File: src/common/pit_pkg.sv
// Shared count width, count type, read/load select and mode encodings, BCD digit limit
package pit_pkg;

    // Width of the preset and count registers
    localparam int COUNT_W = 16;

    // Top bit marks a loaded zero as the full range
    typedef logic [COUNT_W:0] count_t;

    // Read/load select field, control word bits 5:4
    typedef enum logic [1:0] {
        RW_LATCH   = 2'b00,
        RW_LSB     = 2'b01,
        RW_MSB     = 2'b10,
        RW_LSB_MSB = 2'b11
    } rw_sel_t;

    // Supported operating modes, control word bits 3:1
    typedef enum logic [2:0] {
        MODE_0 = 3'd0,
        MODE_2 = 3'd2,
        MODE_3 = 3'd3
    } mode_t;

    localparam logic [3:0] BCD_DIGIT_MAX = 4'd9;

    // Pin synchronizer depth
    localparam int SYNC_STAGES_DEFAULT = 2;

endpackage
File: src/logic/pit_counter_top.sv
// Timer channel top level connecting sampler, control, preset, counter, output and readback
`timescale 1ns/1ns

module pit_counter_top #(
    parameter int SYNC_STAGES = pit_pkg::SYNC_STAGES_DEFAULT
) (
    input  logic       clock,
    input  logic       reset,
    input  logic [7:0] data_in,
    input  logic       write_control,
    input  logic       write_counter,
    input  logic       read_counter,
    output logic [7:0] read_data,
    input  logic       counter_clock,
    input  logic       counter_gate,
    output logic       counter_out
);

    logic             count_edge;
    logic             gate_edge;
    logic             gate_level;
    pit_pkg::rw_sel_t rw_sel;
    pit_pkg::mode_t   mode;
    logic             bcd;
    logic             config_write;
    logic             latch_cmd;
    pit_pkg::count_t  load_value;
    logic             counting;
    logic             load_pending;
    logic             write_high_byte;
    pit_pkg::count_t  count;
    logic             terminal;
    logic             next_is_one;

    pit_pin_sampler #(
        .SYNC_STAGES(SYNC_STAGES)
    ) i_pit_pin_sampler (
        .clock        (clock),
        .reset        (reset),
        .counter_clock(counter_clock),
        .counter_gate (counter_gate),
        .count_edge   (count_edge),
        .gate_edge    (gate_edge),
        .gate_level   (gate_level)
    );

    pit_control_word i_pit_control_word (
        .clock        (clock),
        .reset        (reset),
        .data_in      (data_in),
        .write_control(write_control),
        .rw_sel       (rw_sel),
        .mode         (mode),
        .bcd          (bcd),
        .config_write (config_write),
        .latch_cmd    (latch_cmd)
    );

    pit_preset_register i_pit_preset_register (
        .clock          (clock),
        .reset          (reset),
        .data_in        (data_in),
        .write_counter  (write_counter),
        .count_edge     (count_edge),
        .rw_sel         (rw_sel),
        .mode           (mode),
        .config_write   (config_write),
        .load_value     (load_value),
        .counting       (counting),
        .load_pending   (load_pending),
        .write_high_byte(write_high_byte)
    );

    pit_down_counter i_pit_down_counter (
        .clock       (clock),
        .reset       (reset),
        .count_edge  (count_edge),
        .gate_edge   (gate_edge),
        .gate_level  (gate_level),
        .counting    (counting),
        .load_pending(load_pending),
        .load_value  (load_value),
        .mode        (mode),
        .bcd         (bcd),
        .counter_out (counter_out),
        .count       (count),
        .terminal    (terminal),
        .next_is_one (next_is_one)
    );

    pit_output_fsm i_pit_output_fsm (
        .clock      (clock),
        .reset      (reset),
        .count_edge (count_edge),
        .gate_level (gate_level),
        .counting   (counting),
        .mode       (mode),
        .terminal   (terminal),
        .next_is_one(next_is_one),
        .counter_out(counter_out)
    );

    pit_readback i_pit_readback (
        .clock       (clock),
        .reset       (reset),
        .read_counter(read_counter),
        .latch_cmd   (latch_cmd),
        .config_write(config_write),
        .rw_sel      (rw_sel),
        .count       (count),
        .read_data   (read_data)
    );

endmodule

File: src/logic/pit_readback.sv
// Count latch and byte-wise readback stepping
`timescale 1ns/1ns

module pit_readback (
    input  logic             clock,
    input  logic             reset,
    input  logic             read_counter,
    input  logic             latch_cmd,
    input  logic             config_write,
    input  pit_pkg::rw_sel_t rw_sel,
    input  pit_pkg::count_t  count,
    output logic [7:0]       read_data
);

    pit_pkg::count_t latched;
    logic            held;
    logic            read_prev;
    logic            read_fall;
    logic            read_high_byte;
    logic            two_byte;

    assign two_byte  = (rw_sel == pit_pkg::RW_LSB_MSB);
    assign read_fall = read_prev & ~read_counter;

    always_ff @(posedge clock) begin
        if (!held) begin
            latched <= count;
        end
    end

    always_ff @(posedge clock) begin
        if (reset) begin
            read_prev <= 1'b0;
        end else begin
            read_prev <= read_counter;
        end
    end

    always_ff @(posedge clock) begin
        if (reset || config_write) begin
            read_high_byte <= 1'b0;
        end else if (read_fall && two_byte) begin
            read_high_byte <= ~read_high_byte;
        end
    end

    // Released once the last byte of the format has been taken
    always_ff @(posedge clock) begin
        if (reset) begin
            held <= 1'b0;
        end else if (latch_cmd) begin
            held <= 1'b1;
        end else if (held && read_fall && (!two_byte || read_high_byte)) begin
            held <= 1'b0;
        end
    end

    always_comb begin
        if (rw_sel == pit_pkg::RW_MSB || (two_byte && read_high_byte)) begin
            read_data = latched[15:8];
        end else begin
            read_data = latched[7:0];
        end
    end

endmodule

File: src/counter/pit_output_fsm.sv
// Output state machine for modes 0, 2 and 3
`timescale 1ns/1ns

module pit_output_fsm (
    input  logic           clock,
    input  logic           reset,
    input  logic           count_edge,
    input  logic           gate_level,
    input  logic           counting,
    input  pit_pkg::mode_t mode,
    input  logic           terminal,
    input  logic           next_is_one,
    output logic           counter_out
);

    typedef enum logic [1:0] {
        IDLE,
        COUNTING_LOW,
        COUNTING_HIGH,
        PULSE_LOW
    } state_t;

    state_t state;
    state_t state_next;
    state_t current;

    always_comb begin
        // Idle behaves as the mode's starting level
        if (state != IDLE) begin
            current = state;
        end else if (mode == pit_pkg::MODE_0) begin
            current = COUNTING_LOW;
        end else begin
            current = COUNTING_HIGH;
        end

        state_next = current;
        if (!counting) begin
            state_next = IDLE;
        end else begin
            case (mode)
                pit_pkg::MODE_0: begin
                    if (count_edge && terminal) begin
                        state_next = COUNTING_HIGH;
                    end
                end
                pit_pkg::MODE_2: begin
                    if (!gate_level) begin
                        state_next = COUNTING_HIGH;
                    end else if (count_edge) begin
                        state_next = next_is_one ? PULSE_LOW : COUNTING_HIGH;
                    end
                end
                default: begin
                    if (!gate_level) begin
                        state_next = COUNTING_HIGH;
                    end else if (count_edge && terminal) begin
                        state_next = (current == COUNTING_HIGH) ? COUNTING_LOW : COUNTING_HIGH;
                    end
                end
            endcase
        end
    end

    always_ff @(posedge clock) begin
        if (reset) begin
            state <= IDLE;
        end else begin
            state <= state_next;
        end
    end

    assign counter_out = (state == COUNTING_HIGH) ||
                         ((state == IDLE) && (mode != pit_pkg::MODE_0));

    a_mode0_no_fall : assert property (
        @(posedge clock) disable iff (reset)
        (counting && $past(counting) && mode == pit_pkg::MODE_0) |-> !$fell(counter_out)
    );

endmodule

File: src/counter/pit_down_counter.sv
// Count register with binary and BCD decrement, reload rules and terminal count flags
`timescale 1ns/1ns

module pit_down_counter (
    input  logic             clock,
    input  logic             reset,
    input  logic             count_edge,
    input  logic             gate_edge,
    input  logic             gate_level,
    input  logic             counting,
    input  logic             load_pending,
    input  pit_pkg::count_t  load_value,
    input  pit_pkg::mode_t   mode,
    input  logic             bcd,
    input  logic             counter_out,
    output pit_pkg::count_t  count,
    output logic             terminal,
    output logic             next_is_one
);

    pit_pkg::count_t dec1;
    pit_pkg::count_t dec2;
    pit_pkg::count_t step;
    pit_pkg::count_t stepped;
    pit_pkg::count_t count_next;
    logic            wrap;

    // One step down, zero stays at zero
    function automatic pit_pkg::count_t dec_one(input pit_pkg::count_t value,
                                                input logic is_bcd);
        pit_pkg::count_t result;
        logic            borrow;
        result = value;
        borrow = 1'b1;
        if (value == '0) begin
            result = '0;
        end else if (!is_bcd) begin
            result = value - 1'b1;
        end else begin
            for (int i = 0; i < 4; i++) begin
                if (borrow) begin
                    if (value[4*i +: 4] == 4'd0) begin
                        result[4*i +: 4] = pit_pkg::BCD_DIGIT_MAX;
                    end else begin
                        result[4*i +: 4] = value[4*i +: 4] - 4'd1;
                        borrow = 1'b0;
                    end
                end
            end
            result[pit_pkg::COUNT_W] = value[pit_pkg::COUNT_W] & ~borrow;
        end
        return result;
    endfunction

    assign dec1 = dec_one(count, bcd);
    assign dec2 = dec_one(dec1, bcd);

    always_comb begin
        // Mode 3 counts by two; an odd load spends one extra step in the high half
        if (mode != pit_pkg::MODE_3) begin
            step = dec1;
        end else if (!count[0]) begin
            step = dec2;
        end else if (counter_out) begin
            step = dec1;
        end else begin
            step = {dec2[pit_pkg::COUNT_W:1], 1'b0};
        end

        stepped = gate_level ? step : count;
        wrap    = (stepped == '0);

        if (mode == pit_pkg::MODE_0) begin
            count_next = load_pending ? load_value : stepped;
            terminal   = (count_next == '0);
        end else begin
            count_next = (wrap || gate_edge) ? load_value : stepped;
            terminal   = wrap;
        end
        next_is_one = (count_next == pit_pkg::count_t'(1));
    end

    always_ff @(posedge clock) begin
        if (reset || !counting) begin
            count <= '0;
        end else if (count_edge) begin
            count <= count_next;
        end
    end

    a_bcd_digits : assert property (
        @(posedge clock) disable iff (reset)
        (bcd && counting && count_edge) |=>
            (count[3:0] <= pit_pkg::BCD_DIGIT_MAX) &&
            (count[7:4] <= pit_pkg::BCD_DIGIT_MAX) &&
            (count[11:8] <= pit_pkg::BCD_DIGIT_MAX) &&
            (count[15:12] <= pit_pkg::BCD_DIGIT_MAX)
    );

endmodule

File: src/logic/pit_preset_register.sv
// Preset byte assembly, load value with full-range flag, and counting start control
`timescale 1ns/1ns

module pit_preset_register (
    input  logic              clock,
    input  logic              reset,
    input  logic [7:0]        data_in,
    input  logic              write_counter,
    input  logic              count_edge,
    input  pit_pkg::rw_sel_t  rw_sel,
    input  pit_pkg::mode_t    mode,
    input  logic              config_write,
    output pit_pkg::count_t   load_value,
    output logic              counting,
    output logic              load_pending,
    output logic              write_high_byte
);

    logic [pit_pkg::COUNT_W-1:0] preset;
    logic [pit_pkg::COUNT_W-1:0] preset_used;
    logic                        two_byte;
    logic                        to_high;

    assign two_byte = (rw_sel == pit_pkg::RW_LSB_MSB);
    assign to_high  = (rw_sel == pit_pkg::RW_MSB) || (two_byte && write_high_byte);

    always_ff @(posedge clock) begin
        if (write_counter) begin
            if (to_high) begin
                preset[15:8] <= data_in;
            end else begin
                preset[7:0] <= data_in;
            end
        end
    end

    // Byte step, set while the MSB of a two-byte preset is due
    always_ff @(posedge clock) begin
        if (reset || config_write) begin
            write_high_byte <= 1'b0;
        end else if (write_counter && two_byte) begin
            write_high_byte <= ~write_high_byte;
        end
    end

    always_comb begin
        case (rw_sel)
            pit_pkg::RW_MSB: preset_used = {preset[15:8], 8'h00};
            pit_pkg::RW_LSB: preset_used = {8'h00, preset[7:0]};
            default:         preset_used = preset;
        endcase
        load_value = {(preset_used == '0), preset_used};
    end

    always_ff @(posedge clock) begin
        if (reset || config_write) begin
            counting <= 1'b0;
        end else if (write_counter) begin
            if (!two_byte || write_high_byte) begin
                counting <= 1'b1;
            end else if (mode == pit_pkg::MODE_0) begin
                // First byte of a new mode 0 preset halts the count
                counting <= 1'b0;
            end
        end
    end

    always_ff @(posedge clock) begin
        if (reset) begin
            load_pending <= 1'b0;
        end else if (write_counter) begin
            load_pending <= 1'b1;
        end else if (count_edge) begin
            load_pending <= 1'b0;
        end
    end

endmodule

File: src/logic/pit_control_word.sv
// Control word decoder for read/load select, mode, BCD flag and the counter latch command
`timescale 1ns/1ns

module pit_control_word (
    input  logic             clock,
    input  logic             reset,
    input  logic [7:0]       data_in,
    input  logic             write_control,
    output pit_pkg::rw_sel_t rw_sel,
    output pit_pkg::mode_t   mode,
    output logic             bcd,
    output logic             config_write,
    output logic             latch_cmd
);

    logic is_latch;

    assign is_latch     = (data_in[5:4] == pit_pkg::RW_LATCH);
    assign config_write = write_control & ~is_latch;
    assign latch_cmd    = write_control & is_latch;

    always_ff @(posedge clock) begin
        if (reset) begin
            rw_sel <= pit_pkg::RW_MSB;
            bcd    <= 1'b0;
        end else if (config_write) begin
            rw_sel <= pit_pkg::rw_sel_t'(data_in[5:4]);
            bcd    <= data_in[0];
        end
    end

    // Modes 6 and 7 alias 2 and 3, modes 1, 4 and 5 are not taken
    always_ff @(posedge clock) begin
        if (reset) begin
            mode <= pit_pkg::MODE_0;
        end else if (config_write) begin
            case (data_in[3:1])
                3'd0: begin
                    mode <= pit_pkg::MODE_0;
                end
                3'd2, 3'd6: begin
                    mode <= pit_pkg::MODE_2;
                end
                3'd3, 3'd7: begin
                    mode <= pit_pkg::MODE_3;
                end
                default: begin
                    mode <= mode;
                end
            endcase
        end
    end

endmodule

File: src/logic/pit_pin_sampler.sv
// Counter clock and gate synchronizers with counter clock fall and gate rise detection
`timescale 1ns/1ns

module pit_pin_sampler #(
    parameter int SYNC_STAGES = 2
) (
    input  logic clock,
    input  logic reset,
    input  logic counter_clock,
    input  logic counter_gate,
    output logic count_edge,
    output logic gate_edge,
    output logic gate_level
);

    logic [SYNC_STAGES-1:0] clock_sync;
    logic [SYNC_STAGES-1:0] gate_sync;
    logic                   clock_prev;
    logic                   gate_prev;

    always_ff @(posedge clock) begin
        if (reset) begin
            clock_sync <= '0;
            gate_sync  <= '0;
            clock_prev <= 1'b0;
        end else begin
            clock_sync <= {clock_sync[SYNC_STAGES-2:0], counter_clock};
            gate_sync  <= {gate_sync[SYNC_STAGES-2:0], counter_gate};
            clock_prev <= clock_sync[SYNC_STAGES-1];
        end
    end

    // Gate sample follows a drop at once, a rise only at a count edge
    always_ff @(posedge clock) begin
        if (reset) begin
            gate_prev <= 1'b0;
        end else if (count_edge || gate_prev) begin
            gate_prev <= gate_sync[SYNC_STAGES-1];
        end
    end

    assign gate_level = gate_sync[SYNC_STAGES-1];
    assign count_edge = clock_prev & ~clock_sync[SYNC_STAGES-1];
    assign gate_edge  = count_edge & gate_level & ~gate_prev;

    a_count_edge_single : assert property (
        @(posedge clock) disable iff (reset) count_edge |=> !count_edge
    );

endmodule

File: config.mk
export PLATFORM = sky130hd
export DESIGN_NAME = pit_counter_top
export DESIGN_NICKNAME = d
export VERILOG_FILES = /design/src/common/pit_pkg.sv /design/src/logic/pit_counter_top.sv /design/src/logic/pit_readback.sv /design/src/counter/pit_output_fsm.sv /design/src/counter/pit_down_counter.sv /design/src/logic/pit_preset_register.sv /design/src/logic/pit_control_word.sv /design/src/logic/pit_pin_sampler.sv
export SDC_FILE = /design/constraint.sdc
export NUM_CORES = 1
export LEC_CHECK = 0
export BUFFER_PORTS_ARGS = -buffer_cell sky130_fd_sc_hd__buf_2
export CAP_MARGIN = 20
export CORE_ASPECT_RATIO = 1.75
export CORE_MARGIN = 3
export CORE_UTILIZATION = 57
export DETAILED_ROUTE_END_ITERATION = 8
export GPL_TIMING_DRIVEN = 0
export PLACE_DENSITY = 0.84
export REMOVE_ABC_BUFFERS = 1
export SETUP_SLACK_MARGIN = 0.4
export SYNTH_ARGS = -nofsm -noshare
export SYNTH_HDL_FRONTEND = slang
export SYNTH_HIERARCHICAL = 1
export SYNTH_SLANG_ARGS = --single-unit
File: constraint.sdc
create_clock -name clock -period 6.6 [get_ports clock]
set_clock_uncertainty 0.15 [all_clocks]
set_input_delay 0 -clock clock [delete_from_list [all_inputs] [get_ports clock]]
set_output_delay 0 -clock clock [all_outputs]
set_load 0.005 [all_outputs]
==> run_results.csv <==
group,metric,value,unit
clock_network,root_buffer,"clkbuf_16",
job,max-cap-violations,0,
worst_setup_path,path_cells,"or4_1 -> nor2_2 -> nand3_4 -> nand3b_1 -> ha_2 -> nand2_1 -> nor2_1 -> nand3_1 -> a2bb2o_1 -> nor4_1 -> nor4_1 -> a31oi_1 -> or4_4 -> nor4b_4 -> nor4_1 -> o21a_1 -> mux2i_1 -> nor4_1 -> o31a_1",
min_path,hold_path.startpoint,"data_in[7]",
clock_network,cts_inserted_buffers,9,
grt,grt_busiest_layer,"met2",
layout,area_delta_synth_final,13.85,%
drt,drc,0,
grt,grtUsageMet2,63.95,%
place,dp_slack,-521.2,ps
synth,seq_area_frac_synth,31.13,%
synth,yosys_warnings,6,
pwr,p_clk_share,39.4,%
min_path,hold-path-cell-count,2,
worst_setup_path,worstPathRequired,6670,ps
die,core,9151,um2
drt,route.detailed.wl_per_inst,24.37,um
synth,synth_enable_flop_cells,32,
synth,synth.distinct_cells,95,
place,globalplace.congestion,0.9988,
worst_setup_path,cpPeakStageDelay,740,ps
synth,synth_area_leaders,"edfxtp_1, dfxtp_1, nor2_1, a21oi_1, nand2_1",
die,io_pins,24,
layout,finalNonFillerCells,797,
timing,hold_viol_final,0,
drt,drt_iter0_drc,571,
worst_setup_path,endpoint_kind,"register",
drt,postRouteAntennaNets,0,
timing,fin_ws,547.3,ps
die,row_count,46,
worst_setup_path,critPathArrivalTime,6120,ps
timing,setup_viol,0,
drt,vias,5774,
pwr,swShare,30.27,%
worst_setup_path,critPathMaxFanout,14,
synth,syn_avg_cell_area,8.261,um2
grt,antenna_found_initial,0,
pwr,pwr_density_cell,200.6,nW/um2
pwr,seq_power_share,38.5,%
worst_setup_path,path_common_cell,"nor4_1",
worst_setup_path,regToRegStartpoint,"i_pit_down_counter/count[8]",
worst_setup_path,crit_type,"register to register",
drt,routed_wl,19420,um
layout,antenna_cells,0,
timing,slew_headroom,33.69,%
synth,synth_commonest_cells,"nor2_1, nand2_1, a21oi_1, dfxtp_1, o21ai_0",
timing,post-route-min-period,6053,ps
synth,yosys.cell_count.top_type,"nor2_1",
die,die_w,79.60,um
pwr,combPwrFrac,22.2,%
grt,grt_first_pass_wirelength,30070,um
drt,viasPerCell,7.245,
drt,dr.pass1.iters,5,
worst_setup_path,ff2ff_path_depth,19,
clock_network,htreeDepth,3,
grt,use_met3,6.142,%
clock_network,cts_tree,"done",
timing,fmax,165.2,MHz
min_path,hold_path.class,"input port to register",
clock_network,clock_latency,330,ps
pwr,intPower,860.2,uW
place,hpwl,12870,um
grt,grt_pass1_vias,5654,
pwr,vdd.ir_drop.worst,0.3389,mV
place,post-place-cells,759,
worst_setup_path,r2r-end,"i_pit_output_fsm/state[0]",
pwr,p_switching,373.5,uW
die,die_h,134.8,um
worst_setup_path,critPathLaunchType,"register",
pwr,p_total,1.234,mW
synth,yosysTopAreaCellShare,17.79,%
die,start_util,59.04,%
timing,rsz0062_at_grt,"false",
outcome,status,"completed",
synth,syn_inst,654,
synth,synth_top_area_cell,"edfxtp_1",
worst_setup_path,critPathSlowestCell,"or4_1",
grt,grtUsageMet1,38.30,%
pwr,leakage,2.386,nW
grt,grt-ovfl-total,0,
min_path,min_to,"i_pit_preset_register/preset[7]",
timing,fin_crit_sh,91.71,%
synth,synthFlopType,"dfxtp_1",
layout,drive_above_1_share,15.07,%
clock_network,clock_sinks,68,
clock_network,path_clk_slew,60,ps
timing,worst_pin_slew,985.5,ps
die,fp.dieArea,10730,um2
grt,grt_util_all_layers,37.08,%
timing,finalMaxSlewViolations,0,
worst_setup_path,rrSetupSlack,550,ps
synth,synthArstFlopShare,0,%
synth,synth-seq-cells,68,
layout,num-nets-final,695,
place,numPortBuffers,23,
grt,grt_max_degree,45,
clock_network,clockBufferDepth,2,
synth,synth.cell_area,5403,um2
placed cells by master (no fill, tap or decap), types with 11 or more instances in the layout:
cell type / netlist / final
a21oi_1: 37 / 37
a31oi_1: 15 / 15
buf_2: 3 / 23
dfxtp_1: 36 / 34
dlygate4sd3_1: 0 / 18
edfxtp_1: 32 / 32
inv_1: 23 / 23
mux2_2: 11 / 11
mux2i_1: 16 / 16
nand2_1: 48 / 47
nand2b_1: 16 / 16
nand3_1: 20 / 19
nand4_1: 11 / 11
nor2_1: 51 / 49
nor2b_1: 22 / 22
nor3_1: 23 / 22
nor4_1: 25 / 24
o21ai_0: 35 / 35
logic make-up (layout without fill, tap and decap cells):
kind of cell	count (synthesis)	after routing	synth area share, %
xor+xnor	11	11	1.783
fa+ha+maj	8	8	1.853
other cells	1	1	0.06941
simple gates	282	282	29.46
flops	68	68	31.13
mux	27	27	5.257
buf+inv	66	89	5.211
compound gates	191	191	25.24
registers in the layout, summed over array words and instances (netlist names), 2 cells and up:
name	flops
i_pit_pin_sampler/gate_sync	2
i_pit_control_word/rw_sel	2
i_pit_readback/latched	16
i_pit_pin_sampler/clock_sync	2
i_pit_output_fsm/state	2
i_pit_preset_register/preset	16
i_pit_control_word/mode	2
i_pit_down_counter/count	17
power by group through the flow:
| stage | clock [mW] | sequential, mW | combinational (mW) |
|---|---|---|---|
| after detailed placement | 0 | 0.482 | 0.237 |
| after global routing | 0.509 | 0.476 | 0.289 |
| after global placement | 0 | 0.483 | 0.225 |
| final | 0.486 | 0.475 | 0.273 |
| after CTS | 0.486 | 0.473 | 0.252 |
| after floorplan | 0 | 0.478 | 0.168 |
critical path: cells and delay by family (launching register included):
kind	cells	cell delay, ps
compound gates	4	1030
simple gates	13	3810
mux	1	120
flops	1	460
fa+ha+maj	1	350
final cells by class:
cell class | count | area, um2
Tap cell | 120 | 150.1
Multi-Input combinational cell | 520 | 3530
Clock buffer | 9 | 225.2
Timing Repair Buffer | 47 | 380.4
Sequential cell | 68 | 1684
Inverter | 26 | 98.84
Fill cell | 707 | 3000
Clock inverter | 7 | 82.58
through the flow:
step / area [um2] / hold WS, ps / util [%] / setup TNS (ps)
CTS: 6091 / 238.4 / 66.56 / 0
detailed placement: 5539 / 41.42 / 60.53 / -2116
finish: 6151 / 263.5 / 67.21 / 0
global placement: 5484 / 40.62 / 59.93 / -985.2
floorplan: 5219 / -84.21 / - / 0
global route: 6151 / 259.9 / 67.21 / 0
routing by layer:
metal	vias to the layer above	share of wire (%)
met1	2711	33
met3	127	7.3
met4	0	9.6
met5	-	0
li1	2535	-
met2	401	50
worst max-delay path by stage:
stage / start / endpoint / slack, ps / cells after the start
after floorplan: i_pit_down_counter/count[0] / i_pit_output_fsm/state[0] / 1100 / 21
after global placement: i_pit_down_counter/count[0] / i_pit_output_fsm/state[0] / -440 / 19
after detailed placement: i_pit_down_counter/count[0] / i_pit_output_fsm/state[0] / -520 / 19
after CTS: i_pit_down_counter/count[0] / i_pit_output_fsm/state[0] / 500 / 20
after global routing: i_pit_down_counter/count[8] / i_pit_output_fsm/state[0] / 410 / 19
final: i_pit_down_counter/count[8] / i_pit_output_fsm/state[0] / 550 / 19
what timing repair did:
| item | in CTS | in global routing |
|---|---|---|
| endpoints found under the hold margin | 32 | 0 |
| hold buffers | 18 | 0 |
| pin swaps | 0 | 3 |
| resized for setup | 14 | 8 |
| setup buffers | 0 | 3 |
| setup endpoints to repair | 19 | 2 |
Power figures use the tool's default switching activity.
